File: src/verilog/eeprom_pkg.sv
package eeprom_pkg;

    typedef logic [10:0] eeprom_addr_t; // [10:8] block, [7:0] offset
    typedef logic [7:0]  eeprom_data_t;

    // CMD_START doubles as repeated start
    typedef enum logic [1:0] {
        CMD_START,
        CMD_STOP,
        CMD_WRITE,
        CMD_READ
    } bus_cmd_t;

    typedef enum logic [3:0] {
        ST_IDLE,
        ST_START,
        ST_CTRL_WR,
        ST_ADDR,
        ST_DATA_WR,
        ST_RESTART,
        ST_CTRL_RD,
        ST_DATA_RD,
        ST_STOP,
        ST_DONE
    } seq_state_t;

    typedef enum logic [2:0] {
        BIT_IDLE,
        BIT_START,
        BIT_SHIFT,
        BIT_ACK,
        BIT_STOP
    } bit_state_t;

    localparam logic [3:0] CTRL_PREFIX = 4'b1010; // 24Cxx device type code

    localparam int SCL_QUARTER = 4; // CLK cycles per quarter SCL period
    localparam int QCNT_W      = $clog2(SCL_QUARTER);
    localparam logic [QCNT_W-1:0] QCNT_LAST = QCNT_W'(SCL_QUARTER - 1);

endpackage

File: src/verilog/i2c_bit_engine.sv
`timescale 1ns/10ps

module i2c_bit_engine
    import eeprom_pkg::*;
(
    input  logic         CLK,
    input  logic         RESET,
    input  bus_cmd_t     cmd,
    input  logic         cmd_valid,
    input  eeprom_data_t tx_byte,
    input  logic         master_ack,
    output logic         cmd_done,
    output eeprom_data_t rx_byte,
    output logic         slave_ack,
    output logic         scl,
    output logic         sda_oe,
    input  logic         sda_in
);

    bit_state_t        state;
    logic [QCNT_W-1:0] q_cnt;
    logic [1:0]        phase;    // quarter of the current SCL period
    logic [2:0]        bit_cnt;
    logic              is_read;
    logic              scl_idle; // level SCL rests at between commands
    eeprom_data_t      sh;
    logic              tick;
    logic              accept;

    assign tick    = (q_cnt == QCNT_LAST);
    // cmd_valid is still up for the finished command during cmd_done
    assign accept  = (state == BIT_IDLE) && cmd_valid && !cmd_done;
    assign rx_byte = sh;

    always_ff @(posedge CLK)
    begin
        if (RESET)
        begin
            state    <= BIT_IDLE;
            q_cnt    <= '0;
            phase    <= 2'd0;
            bit_cnt  <= 3'd0;
            is_read  <= 1'b0;
            scl_idle <= 1'b1;
            cmd_done <= 1'b0;
        end
        else
        begin
            cmd_done <= 1'b0;
            if (state == BIT_IDLE)
            begin
                if (accept)
                begin
                    q_cnt   <= '0;
                    phase   <= 2'd0;
                    bit_cnt <= 3'd0;
                    is_read <= (cmd == CMD_READ);
                    case (cmd)
                        CMD_START: state <= BIT_START;
                        CMD_STOP:  state <= BIT_STOP;
                        default:   state <= BIT_SHIFT;
                    endcase
                end
            end
            else
            begin
                q_cnt <= tick ? '0 : q_cnt + 1'b1;
                if (tick)
                begin
                    phase <= phase + 2'd1;
                    if (phase == 2'd3)
                    begin
                        case (state)
                            BIT_SHIFT:
                            begin
                                bit_cnt <= bit_cnt + 3'd1;
                                if (bit_cnt == 3'd7)
                                    state <= BIT_ACK;
                            end
                            BIT_STOP:
                            begin
                                state    <= BIT_IDLE;
                                cmd_done <= 1'b1;
                                scl_idle <= 1'b1; // bus free again
                            end
                            default: // start or ack bit done
                            begin
                                state    <= BIT_IDLE;
                                cmd_done <= 1'b1;
                                scl_idle <= 1'b0;
                            end
                        endcase
                    end
                end
            end
        end
    end

    // shift register and ack sample
    always_ff @(posedge CLK)
    begin
        if (accept)
            sh <= tx_byte;
        else if (state == BIT_SHIFT && tick)
        begin
            if (is_read && phase == 2'd1)
                sh <= {sh[6:0], sda_in};   // sample mid high
            else if (!is_read && phase == 2'd3)
                sh <= {sh[6:0], 1'b0};     // next bit while scl low
        end

        if (state == BIT_ACK && tick && phase == 2'd1 && !is_read)
            slave_ack <= ~sda_in;
    end

    // scl high in phases 1 and 2 of a data bit
    always_comb
    begin
        case (state)
            BIT_START:
            begin
                scl    = phase[0] ^ phase[1];
                sda_oe = phase[1];               // sda falls in phase 2
            end
            BIT_STOP:
            begin
                scl    = (phase != 2'd0);
                sda_oe = ~phase[1];              // sda rises in phase 2
            end
            BIT_SHIFT:
            begin
                scl    = phase[0] ^ phase[1];
                sda_oe = !is_read && !sh[7];
            end
            BIT_ACK:
            begin
                scl    = phase[0] ^ phase[1];
                sda_oe = is_read && master_ack;  // master ack drives low
            end
            default:
            begin
                scl    = scl_idle;
                sda_oe = 1'b0;
            end
        endcase
    end

endmodule
File: config.mk
export PLATFORM = sky130hd
export DESIGN_NAME = i2c_bit_engine
export DESIGN_NICKNAME = d
export VERILOG_FILES = /design/src/verilog/eeprom_pkg.sv /design/src/verilog/i2c_bit_engine.sv
export SDC_FILE = /design/constraint.sdc
export NUM_CORES = 1
export LEC_CHECK = 0
export BUFFER_PORTS_ARGS = -buffer_cell sky130_fd_sc_hd__buf_4
export CAP_MARGIN = 5
export CORE_UTILIZATION = 41
export CTS_BUF_LIST = sky130_fd_sc_hd__clkbuf_4
export CTS_CLUSTER_SIZE = 25
export DETAILED_ROUTE_END_ITERATION = 8
export PLACE_DENSITY = 0.71
export REMOVE_ABC_BUFFERS = 1
export SYNTH_ARGS = -nofsm -noshare
export SYNTH_HDL_FRONTEND = slang
export SYNTH_SLANG_ARGS = --single-unit
File: constraint.sdc
create_clock -name CLK -period 5.1 [get_ports CLK]
set_clock_uncertainty 0.2 [all_clocks]
set_input_delay 1.02 -clock CLK [delete_from_list [all_inputs] [get_ports CLK]]
set_output_delay 1.02 -clock CLK [all_outputs]
set_load 0.1 [all_outputs]
==> results.json <==
{
  "min_path_type": "flop to flop",
  "slowest_stage": "dfxtp_1",
  "wl_um": 2440,
  "worst_setup_path_end_kind": "output port",
  "dp_slack_ns": 2.09,
  "whs_ns": 0.283,
  "cts_tree": "built",
  "power_density_nw_per_um2": 313,
  "r2r_end": "rx_byte[7]$_DFFE_PP_",
  "synth_area_leaders": "edfxtp_1 23%, dfxtp_1 22%, mux2_2 8.6%",
  "via_count": 953,
  "grt_use_total": 0.165,
  "cp_max_fo": 16,
  "worstMarginPinSlew_ns": 1.11,
  "slew_headroom": 0.250,
  "ys_types": 33,
  "finalPower_mw": 0.439,
  "h-tree-depth": 1,
  "grt_pass1_wl_um": 4010,
  "cts_setup_buffers": 0,
  "rsz0062_at_grt": "false",
  "numCtsBuffers": 3,
  "clk_path_buf_depth": 2,
  "synth_cells": 114,
  "min-delay-start": "q_cnt[1]$_SDFFE_PP0P_",
  "synth_area_um2": 1170,
  "hold_buffers": 0,
  "cts_root_buffer": "clkbuf_4",
  "cts.sinks": 22,
  "drive_gt1_frac": 0.312,
  "grt_pass1_vias": 935,
  "irDropWorstVdd_uv": 219,
  "yosysSeqAreaShare": 0.452,
  "dp_hpwl_um": 1800,
  "startpoint_type": "flop",
  "avgSynthCellArea_um2": 10.3,
  "cts_resized": 0,
  "place.gp.congestion": 0.798,
  "use_met1": 0.202,
  "synth-seq-cells": 22,
  "min_to": "q_cnt[1]$_SDFFE_PP0P_",
  "met2_usage": 0.275,
  "synth.top_cell.area_share": 0.230,
  "leakage_nw": 0.537,
  "fp-row-count": 19,
  "busiest_layer": "met2",
  "die_area_um2": 3080,
  "reg2reg_slack_ns": 2.58,
  "fin_area_um2": 1400,
  "drv_cap": 0,
  "crit_chain": "or3_4 -> a21oi_1 -> a311oi_1 -> buf_4",
  "avgViaCountPerCell": 5.64,
  "maxSlewViolCount": 0,
  "worst-path-buf-inv": 1,
  "drt_first_pass_iters": 4,
  "setup-violations-final": 0,
  "nNetsFinal": 160,
  "fillers": 263,
  "max_stage_delay_ns": 0.68,
  "min_period_ns": 3.17,
  "synth.largest_area_cell": "edfxtp_1",
  "grt_start_max_net_pins": 17,
  "overflow": 0,
  "drc_errors": 0,
  "start_util": 0.429,
  "required_ns": 3.88,
  "wl_per_cell_um": 14.5,
  "die_w_um": 55.5,
  "path_clk_slew_ns": 0.12,
  "antenna_cells": 0,
  "die_h_um": 55.5,
  "crit_type": "flop to output port",
  "ant_nets": 0,
  "worstRegToRegCells": 3,
  "coreArea_um2": 2730,
  "placed_area_um2": 1370,
  "final_hold_viol_count": 0,
  "grt_use_met3": 0.0164,
  "regArea_um2": 531,
  "io_buffers": 26,
  "clk_latency_ns": 0.31,
  "outcome": "completed",
  "yosysWarnings": 0,
  "fin_crit_sh": 0.621,
  "reg2reg_from": "q_cnt[0]$_SDFFE_PP0P_",
  "cpLargestDelayFamily": "flip-flops",
  "multi_input_comb_area_um2": 594,
  "drtIter0Drc": 32,
  "fin_setup_tns_ns": 0,
  "syn_to_final_growth_pct": 19.6,
  "grt_antenna_before_repair": 0,
  "hold_depth": 2,
  "io_pins": 27,
  "arrival_ns": 1.95,
  "postLayoutSetupSlackWorst_ns": 1.93,
  "fmax_mhz": 316
}
-- through the flow --
| step | utilization | instances |
|---|---|---|
| floorplan | - | 108 |
| global placement | 0.503 | 165 |
| detailed placement | 0.503 | 165 |
| CTS | 0.514 | 169 |
| global route | 0.514 | 169 |
| finish | 0.514 | 169 |
-- sequential cells by signal (all words and copies together), names as in the netlist --
register	flops
phase	2
cmd_done	1
state	3
slave_ack	1
scl_idle	1
is_read	1
rx_byte	8
q_cnt	2
bit_cnt	3
-- cell families (layout without fill, tap and decap cells) --
group                    after synthesis  in the layout  share of synthesized area
multiplexers                          11             11                      0.103
buffers and inverters                 10             34                     0.0416
flip-flops                            22             22                      0.452
AO/OA/AOI/OAI                         29             29                      0.150
adder cells (fa/ha/maj)                6              6                     0.0640
AND/OR/NAND/NOR                       36             36                      0.189
-- worst max-delay path by stage --
| stage | start | to | cells past startpoint |
|---|---|---|---|
| 5_1_grt | state[2]$_SDFFE_PP0P_ | scl | 4 |
| 4_1_cts | state[2]$_SDFFE_PP0P_ | scl | 4 |
| 3_3_place_gp | master_ack | sda_oe | 5 |
| 2_1_floorplan | state[2]$_SDFFE_PP0P_ | scl | 3 |
| 6_report | state[2]$_SDFFE_PP0P_ | scl | 4 |
| 3_5_place_dp | master_ack | sda_oe | 5 |
-- cells in the final DEF, fill, tap and decap left out --
cell | netlist | layout
a211oi_1 | 3 | 3
a21boi_0 | 1 | 1
a21oi_1 | 11 | 11
a311oi_1 | 1 | 1
a31oi_1 | 1 | 1
a41oi_1 | 1 | 1
and3_1 | 2 | 2
and4bb_2 | 1 | 1
buf_4 | 0 | 26
clkbuf_4 | 0 | 4
dfxtp_1 | 13 | 13
edfxtp_1 | 9 | 9
ha_1 | 6 | 6
inv_1 | 4 | 4
mux2_2 | 9 | 9
mux2i_1 | 2 | 2
nand2_1 | 4 | 4
nand2_2 | 1 | 1
nand2b_1 | 2 | 2
nand3_1 | 4 | 4
nand4_1 | 5 | 5
nand4bb_1 | 1 | 1
nor2_1 | 5 | 5
nor2b_1 | 2 | 2
nor3_1 | 4 | 4
nor3_4 | 1 | 1
nor4b_1 | 1 | 1
o21ai_0 | 7 | 7
o221ai_1 | 3 | 3
o22ai_1 | 1 | 1
or3_1 | 2 | 2
or3_4 | 1 | 1
-- layer usage --
| layer | vias to the layer above | wire length, µm |
|---|---|---|
| met5 | - | 0 |
| met4 | 0 | 41 |
| met3 | 4 | 76 |
| met2 | 21 | 1270 |
| met1 | 447 | 1050 |
| li1 | 481 | - |
-- power by group --
part	leakage [nW]	internal, mW	switching (mW)
registers	0.191	0.198	0.0121
logic	0.327	0.0400	0.100
clock network	0.0184	0.0359	0.0535
total	0.537	0.273	0.166
-- worst register-to-register path, stage by stage (launching register included) --
cell,delay [ns]
dfxtp_1,0.37
ha_1,0.34
nand4bb_1,0.29
o21ai_0,0.96
-- synth_stat cells --
master     number
dfxtp_1        13
a21oi_1        11
edfxtp_1        9
mux2_2          9
o21ai_0         7
ha_1            6
nand4_1         5
nor2_1          5
inv_1           4
nand2_1         4
nand3_1         4
nor3_1          4
a211oi_1        3
buf_2           3
o221ai_1        3
and3_1          2
clkbuf_1        2
mux2i_1         2
nand2b_1        2
nor2b_1         2
or3_1           2
a21boi_0        1
a311oi_1        1
a31oi_1         1
a41oi_1         1
and4bb_2        1
buf_6           1
nand2_2         1
nand4bb_1       1
nor3_4          1
nor4b_1         1
o22ai_1         1
or3_4           1
-- cell type report --
class	instances	area share
timing repair buffer	26	0.139
multi-input combinational	82	0.423
inverter	4	0.0107
sequential	22	0.378
clock buffer	4	0.0214
tap	31	0.0276
Power figures use the tool's default switching activity.
