`src/verilog/eeprom_pkg.sv`:
```
package eeprom_pkg;

    typedef logic [10:0] eeprom_addr_t; // [10:8] block, [7:0] offset
    typedef logic [7:0]  eeprom_data_t;

    // CMD_START doubles as repeated start
    typedef enum logic [1:0] {
        CMD_START,
        CMD_STOP,
        CMD_WRITE,
        CMD_READ
    } bus_cmd_t;

    typedef enum logic [3:0] {
        ST_IDLE,
        ST_START,
        ST_CTRL_WR,
        ST_ADDR,
        ST_DATA_WR,
        ST_RESTART,
        ST_CTRL_RD,
        ST_DATA_RD,
        ST_STOP,
        ST_DONE
    } seq_state_t;

    typedef enum logic [2:0] {
        BIT_IDLE,
        BIT_START,
        BIT_SHIFT,
        BIT_ACK,
        BIT_STOP
    } bit_state_t;

    localparam logic [3:0] CTRL_PREFIX = 4'b1010; // 24Cxx device type code

    localparam int SCL_QUARTER = 4; // CLK cycles per quarter SCL period
    localparam int QCNT_W      = $clog2(SCL_QUARTER);
    localparam logic [QCNT_W-1:0] QCNT_LAST = QCNT_W'(SCL_QUARTER - 1);

endpackage

```
`src/verilog/eeprom_sequencer.sv`:
```
`timescale 1ns/10ps

module eeprom_sequencer
    import eeprom_pkg::*;
(
    input  logic         CLK,
    input  logic         RESET,
    input  logic         wb_cyc,
    input  logic         wb_stb,
    input  logic         wb_we,
    input  eeprom_addr_t wb_adr,
    input  eeprom_data_t wb_dat_i,
    output eeprom_data_t wb_dat_o,
    output logic         wb_ack,
    output logic         wb_err,
    output bus_cmd_t     cmd,
    output logic         cmd_valid,
    output eeprom_data_t tx_byte,
    output logic         master_ack,
    input  logic         cmd_done,
    input  eeprom_data_t rx_byte,
    input  logic         slave_ack
);

    seq_state_t   state;
    eeprom_addr_t addr_q;
    eeprom_data_t data_q;
    eeprom_data_t rd_q;
    logic         we_q;
    logic         err_q;  // device refused a byte

    assign cmd_valid  = (state != ST_IDLE) && (state != ST_DONE);
    assign wb_ack     = (state == ST_DONE) && !err_q;
    assign wb_err     = (state == ST_DONE) && err_q;
    assign master_ack = 1'b0; // single byte read ends with NACK

    always_comb
    begin
        cmd     = CMD_WRITE;
        tx_byte = 8'h00;
        case (state)
            ST_START,
            ST_RESTART: cmd = CMD_START;
            ST_CTRL_WR: tx_byte = {CTRL_PREFIX, addr_q[10:8], 1'b0};
            ST_ADDR:    tx_byte = addr_q[7:0];
            ST_DATA_WR: tx_byte = data_q;
            ST_CTRL_RD: tx_byte = {CTRL_PREFIX, addr_q[10:8], 1'b1};
            ST_DATA_RD: cmd = CMD_READ;
            ST_STOP:    cmd = CMD_STOP;
            default:    cmd = CMD_STOP;
        endcase
    end

    always_ff @(posedge CLK)
    begin
        if (RESET)
        begin
            state <= ST_IDLE;
            err_q <= 1'b0;
        end
        else
        begin
            case (state)
                ST_IDLE:
                    if (wb_cyc && wb_stb)
                    begin
                        err_q <= 1'b0;
                        state <= ST_START;
                    end
                ST_START:
                    if (cmd_done)
                        state <= ST_CTRL_WR;
                ST_CTRL_WR,
                ST_ADDR,
                ST_DATA_WR,
                ST_CTRL_RD:
                    if (cmd_done)
                    begin
                        if (!slave_ack)
                        begin
                            err_q <= 1'b1;
                            state <= ST_STOP;
                        end
                        else if (state == ST_CTRL_WR)
                            state <= ST_ADDR;
                        else if (state == ST_ADDR)
                            state <= we_q ? ST_DATA_WR : ST_RESTART;
                        else if (state == ST_CTRL_RD)
                            state <= ST_DATA_RD;
                        else
                            state <= ST_STOP;
                    end
                ST_RESTART:
                    if (cmd_done)
                        state <= ST_CTRL_RD;
                ST_DATA_RD:
                    if (cmd_done)
                        state <= ST_STOP;
                ST_STOP:
                    if (cmd_done)
                        state <= ST_DONE;
                default:
                    state <= ST_IDLE; // ack or err for one cycle
            endcase
        end
    end

    // request latch and read data
    always_ff @(posedge CLK)
    begin
        if (state == ST_IDLE && wb_cyc && wb_stb)
        begin
            addr_q <= wb_adr;
            data_q <= wb_dat_i;
            we_q   <= wb_we;
        end
        if (state == ST_DATA_RD && cmd_done)
            rd_q <= rx_byte;
        if (state == ST_STOP && cmd_done && !we_q && !err_q)
            wb_dat_o <= rd_q;
    end

endmodule

```
`config.mk`:
```
export PLATFORM = sky130hd
export DESIGN_NAME = eeprom_sequencer
export DESIGN_NICKNAME = d
export VERILOG_FILES = /design/src/verilog/eeprom_pkg.sv /design/src/verilog/eeprom_sequencer.sv
export SDC_FILE = /design/constraint.sdc
export NUM_CORES = 1
export LEC_CHECK = 0
export BUFFER_PORTS_ARGS = -buffer_cell sky130_fd_sc_hd__clkbuf_2
export CORE_UTILIZATION = 49
export CTS_CLUSTER_DIAMETER = 50
export DETAILED_ROUTE_END_ITERATION = 8
export GPL_TIMING_DRIVEN = 0
export PLACE_DENSITY = 0.79
export SLEW_MARGIN = 20
export SYNTH_ARGS = -nofsm -noshare
export SYNTH_HDL_FRONTEND = slang
export SYNTH_SLANG_ARGS = --single-unit
```
`constraint.sdc`:
```
create_clock -name CLK -period 2.71 [get_ports CLK]
set_input_delay 0.813 -clock CLK [delete_from_list [all_inputs] [get_ports CLK]]
set_output_delay 0.813 -clock CLK [all_outputs]
set_load 0.03 [all_outputs]
```
==> metrics.sh <==
SLEW_HEADROOM_PCT=39.87
SYNTH_ASYNC_SR_FLOP_SHARE_PCT=0
SETUP_TOTAL_NEGATIVE_SLACK_NS=0
CLK_LATENCY_NS=0.35
CLOCK_PATH_BUFFERS=2
LEAKAGE_nW=0.8458
VIAS_PER_CELL=5.229
YOSYSTOPAREACELLSHARE_PCT=64.91
FLOORPLAN.IO_PINS=56
FLOORPLAN.DIE.HEIGHT_UM=60.30
CORE_UM2=3128
CRIT_FAMILY='buffers and inverters'
YS_SEQ_AREA_SHARE_PCT=70.92
WORST_HOLD_STARTPOINT='rd_q[4]'
LIBRARY_CELL_WITH_THE_HIGHEST_INSTANCE_COUNT_AFTER_SYNTHESIS='sky130_fd_sc_hd__edfxtp_1'
P_PER_AREA_nW_PER_UM2=624.6
CRITICAL_PATH.REG2REG.ENDPOINT='wb_dat_o[4]'
SYNTH_LARGEST_AREA_CELL='sky130_fd_sc_hd__edfxtp_1'
FINAL_NET_COUNT=212
CLKTRANSATPATHREGS_NS=0.11
POST_SYNTH_INSTANCE_AREA_UM2=1665
POST_LAYOUT_NONFILLER_INSTANCES=223
LAYOUT_MIN_CYCLE_TIME_NS=2.588
SYNTH_SEQ_CELLS=41
TRITONCTS.NUM_BUFFERS=5
CLK_ROOT_BUFFER_CELL='sky130_fd_sc_hd__clkbuf_4'
CRITICAL_PATH.MAX_FANOUT=9
MIN-DELAY-PATH-CLASS='register to register'
POSTSYNTHNETCOUNT=150
SETUP_VIOL=0
START_UTIL_PCT=53.24
HOLDPATHSTAGES=0
DRV_CAP=0
SYNTH_WARNINGS=0
DIODES=0
GR_OVFL_TOTAL=0
PLACE_CONGESTION=0.9143
WORST_SLACK_NS=0.1223
POSTROUTEWIRELENGTH_MM=2.948
EDFF_COUNT_SYNTH=36
POST_SYNTH_MOST_FREQUENT_CELLS='sky130_fd_sc_hd__edfxtp_1 (36), sky130_fd_sc_hd__nand2_1 (14), sky130_fd_sc_hd__nor2_1 (6)'
FMAXACHIEVABLE_MHz=386.4
SYNTH-MAIN-FF-CELL='sky130_fd_sc_hd__edfxtp_1'
DIE-WIDTH_UM=60.30
WORST_HOLD_PATH.ENDPOINT='wb_dat_o[4]'
DRIVE_GT1_SHARE_PCT=43.02
WORST_EP_ARRIVAL_TIME_NS=1.77
ROUTE.DETAILED.DRC=0
PLACE_AREA_UM2=1991
LAYOUT_AREA_GROWTH_OVER_SYNTHESIS_PCT=25.92
DPL_WORST_SLACK_NS=0.2979
R2R_SETUP_SLACK_NS=0.49
AVGROUTEDWIREPERCELL_UM=13.22
YS_TOP_CELLS_BY_AREA='sky130_fd_sc_hd__edfxtp_1 (65%), sky130_fd_sc_hd__dfxtp_1 (6.0%), sky130_fd_sc_hd__nand2_1 (3.2%), sky130_fd_sc_hd__a22oi_1 (1.4%), sky130_fd_sc_hd__nor2_1 (1.4%)'
PATH_CELLS='clkbuf_4, nor2b_4, nor3b_4, buf_4, a221o_1, clkbuf_2'
CTSHTREEMAXLEVEL=2
SYNTHESIS.AREA_PER_INSTANCE_UM2=14.36
OUTCOME='finished, final reports clean'
GRT_START_MAX_NET_PINS=23
CLOCK_TREE_FROM_TRITONCTS='yes'
SYNTHESIS.INSTANCES=116
PLACE.DETAILED.HPWL_MM=2.215
DPL.CELL_COUNT=214
DRT_FIRST_ITER_VIOLATIONS=38
DETAIL_ROUTE.FIRST_PASS.ITERATIONS=4
WORST_PIN_SLEW_NS=0.9019
TIMING.CLOCK.SKEW_NS=0.01142
WORST_HOLD_SLACK_NS=0.4308
TIMING.CRITICAL_PATH.BUF_INV=3
GLOBALROUTETOTALUTIL_PCT=18.49
WIRE_LENGTH_OF_THE_FIRST_GLOBAL_ROUTING_PASS_MM=4.664
NUM_VIAS=1166
DIE_AREA_UM2=3636
CP_SLOWEST_CELL='sky130_fd_sc_hd__a221o_1'
CRITICAL-PATH-MAX-STAGE-DELAY_NS=0.34
MAX-VDD-IR-DROP_V=0.0004456
WORST-ENDPOINT-REQUIRED_NS=1.90
TIMING.CRITICAL_PATH.TO_TYPE='output port'
CRIT_REG_REG_STARTPOINT='state[2]'
TIMING.CRITICAL_PATH.FROM_TYPE='register'
ANT_NETS=0
TRITONCTS_NUM_SINKS=41
STANDARD_CELL_ROWS=20
PATH_DEPTH_OF_THE_WORST_REG2REG_PATH=4
LAYOUT.CELL_AREA.NON_FILLER_UM2=2097
GRT_SETUP_UNREPAIRED='false'
CRITPATHKIND='register to output port'
PORT-BUFFER-COUNT=54
SYNTH.LIB_CELLS_USED.DISTINCT=39
GRT_ANTENNA_BEFORE_REPAIR=0
GRT_PASS1_VIAS=1116
FINAL_HOLD_VIOL_COUNT=0
MIN_PERIOD_OVER_PERIOD_PCT=95.49
DRV_SLEW=0
repair_timing:
item	in CTS	in global routing
cloned	0	0
gates resized for setup	2	4
buffers inserted	0	1
hold buffers	0	0
setup endpoints to repair	7	8
flip-flops by register name, indices dropped and copies added (netlist names):
| register | flops |
|---|---|
| addr_q | 11 |
| err_q | 1 |
| rd_q | 8 |
| we_q | 1 |
| data_q | 8 |
| wb_dat_o | 8 |
| state | 4 |
cells in the final DEF, fill, tap and decap left out, drive strengths merged, types with 2 or more instances in the layout:
cell    synthesis  layout
a31oi           2       2
clkbuf          1      61
nor2            6       6
buf             6       6
o22ai           2       2
xnor2           2       2
o21ai           4       4
nor3            2       2
nand2b          2       2
a221o           2       2
edfxtp         36      36
a22o            2       2
a21oi           4       4
nor4b           2       2
a22oi           3       3
and3b           2       2
dfxtp           5       5
and3            2       2
nand2          14      14
nor2b           3       3
layer usage:
layer	vias to the layer above	share of wire, %	track usage [%]
li1	564	-	-
met1	538	37	18.61
met2	51	53	32.50
met3	13	7.9	8.225
met4	0	2.5	8.638
met5	-	0	0
kinds of logic (layout without fill, tap and decap cells):
group | after synthesis | after routing | synth area share, %
xor+xnor | 2 | 2 | 1.052
compound gates | 24 | 24 | 10.89
other cells | 1 | 1 | 0.2252
simple gates | 39 | 39 | 13.75
flops | 41 | 41 | 70.92
buf+inv | 8 | 71 | 2.554
mux | 1 | 1 | 0.6011
cell type report:
type	instances	area [um^2]
tap	44	55.05
timing repair buffer	55	277.8
buffer	7	41.29
multi-input combinational	67	457.9
clock inverter	3	41.29
inverter	1	3.754
sequential	41	1182
fill	236	1031
clock buffer	5	37.54
worst max path at each step:
| stage | slack, ns | cells past startpoint | to | from |
|---|---|---|---|---|
| after floorplan | 0.54 | 5 | tx_byte[0] | state[0] |
| after global placement | 0.33 | 5 | tx_byte[2] | state[2] |
| after detailed placement | 0.30 | 6 | tx_byte[2] | state[0] |
| after CTS | 0.001 | 6 | tx_byte[2] | state[0] |
| after global routing | 0.02 | 6 | tx_byte[0] | state[0] |
| final | 0.12 | 6 | tx_byte[5] | state[0] |
report_power, final:
| part | leakage [nW] | switching, mW | internal, mW |
|---|---|---|---|
| Combinational | 0.437 | 0.127 | 0.0751 |
| Sequential | 0.370 | 0.0123 | 0.717 |
| Clock | 0.0389 | 0.187 | 0.191 |
| Total | 0.846 | 0.326 | 0.983 |
through the flow:
stage / utilization, % / total power, mW
2_1_floorplan: - / 0.8758
3_3_place_gp: 63.64 / 0.9338
3_5_place_dp: 63.64 / 0.9411
4_1_cts: 66.44 / 1.317
5_1_grt: 67.04 / 1.363
6_report: 67.04 / 1.310
No activity file was read; power rests on OpenSTA's default activity.
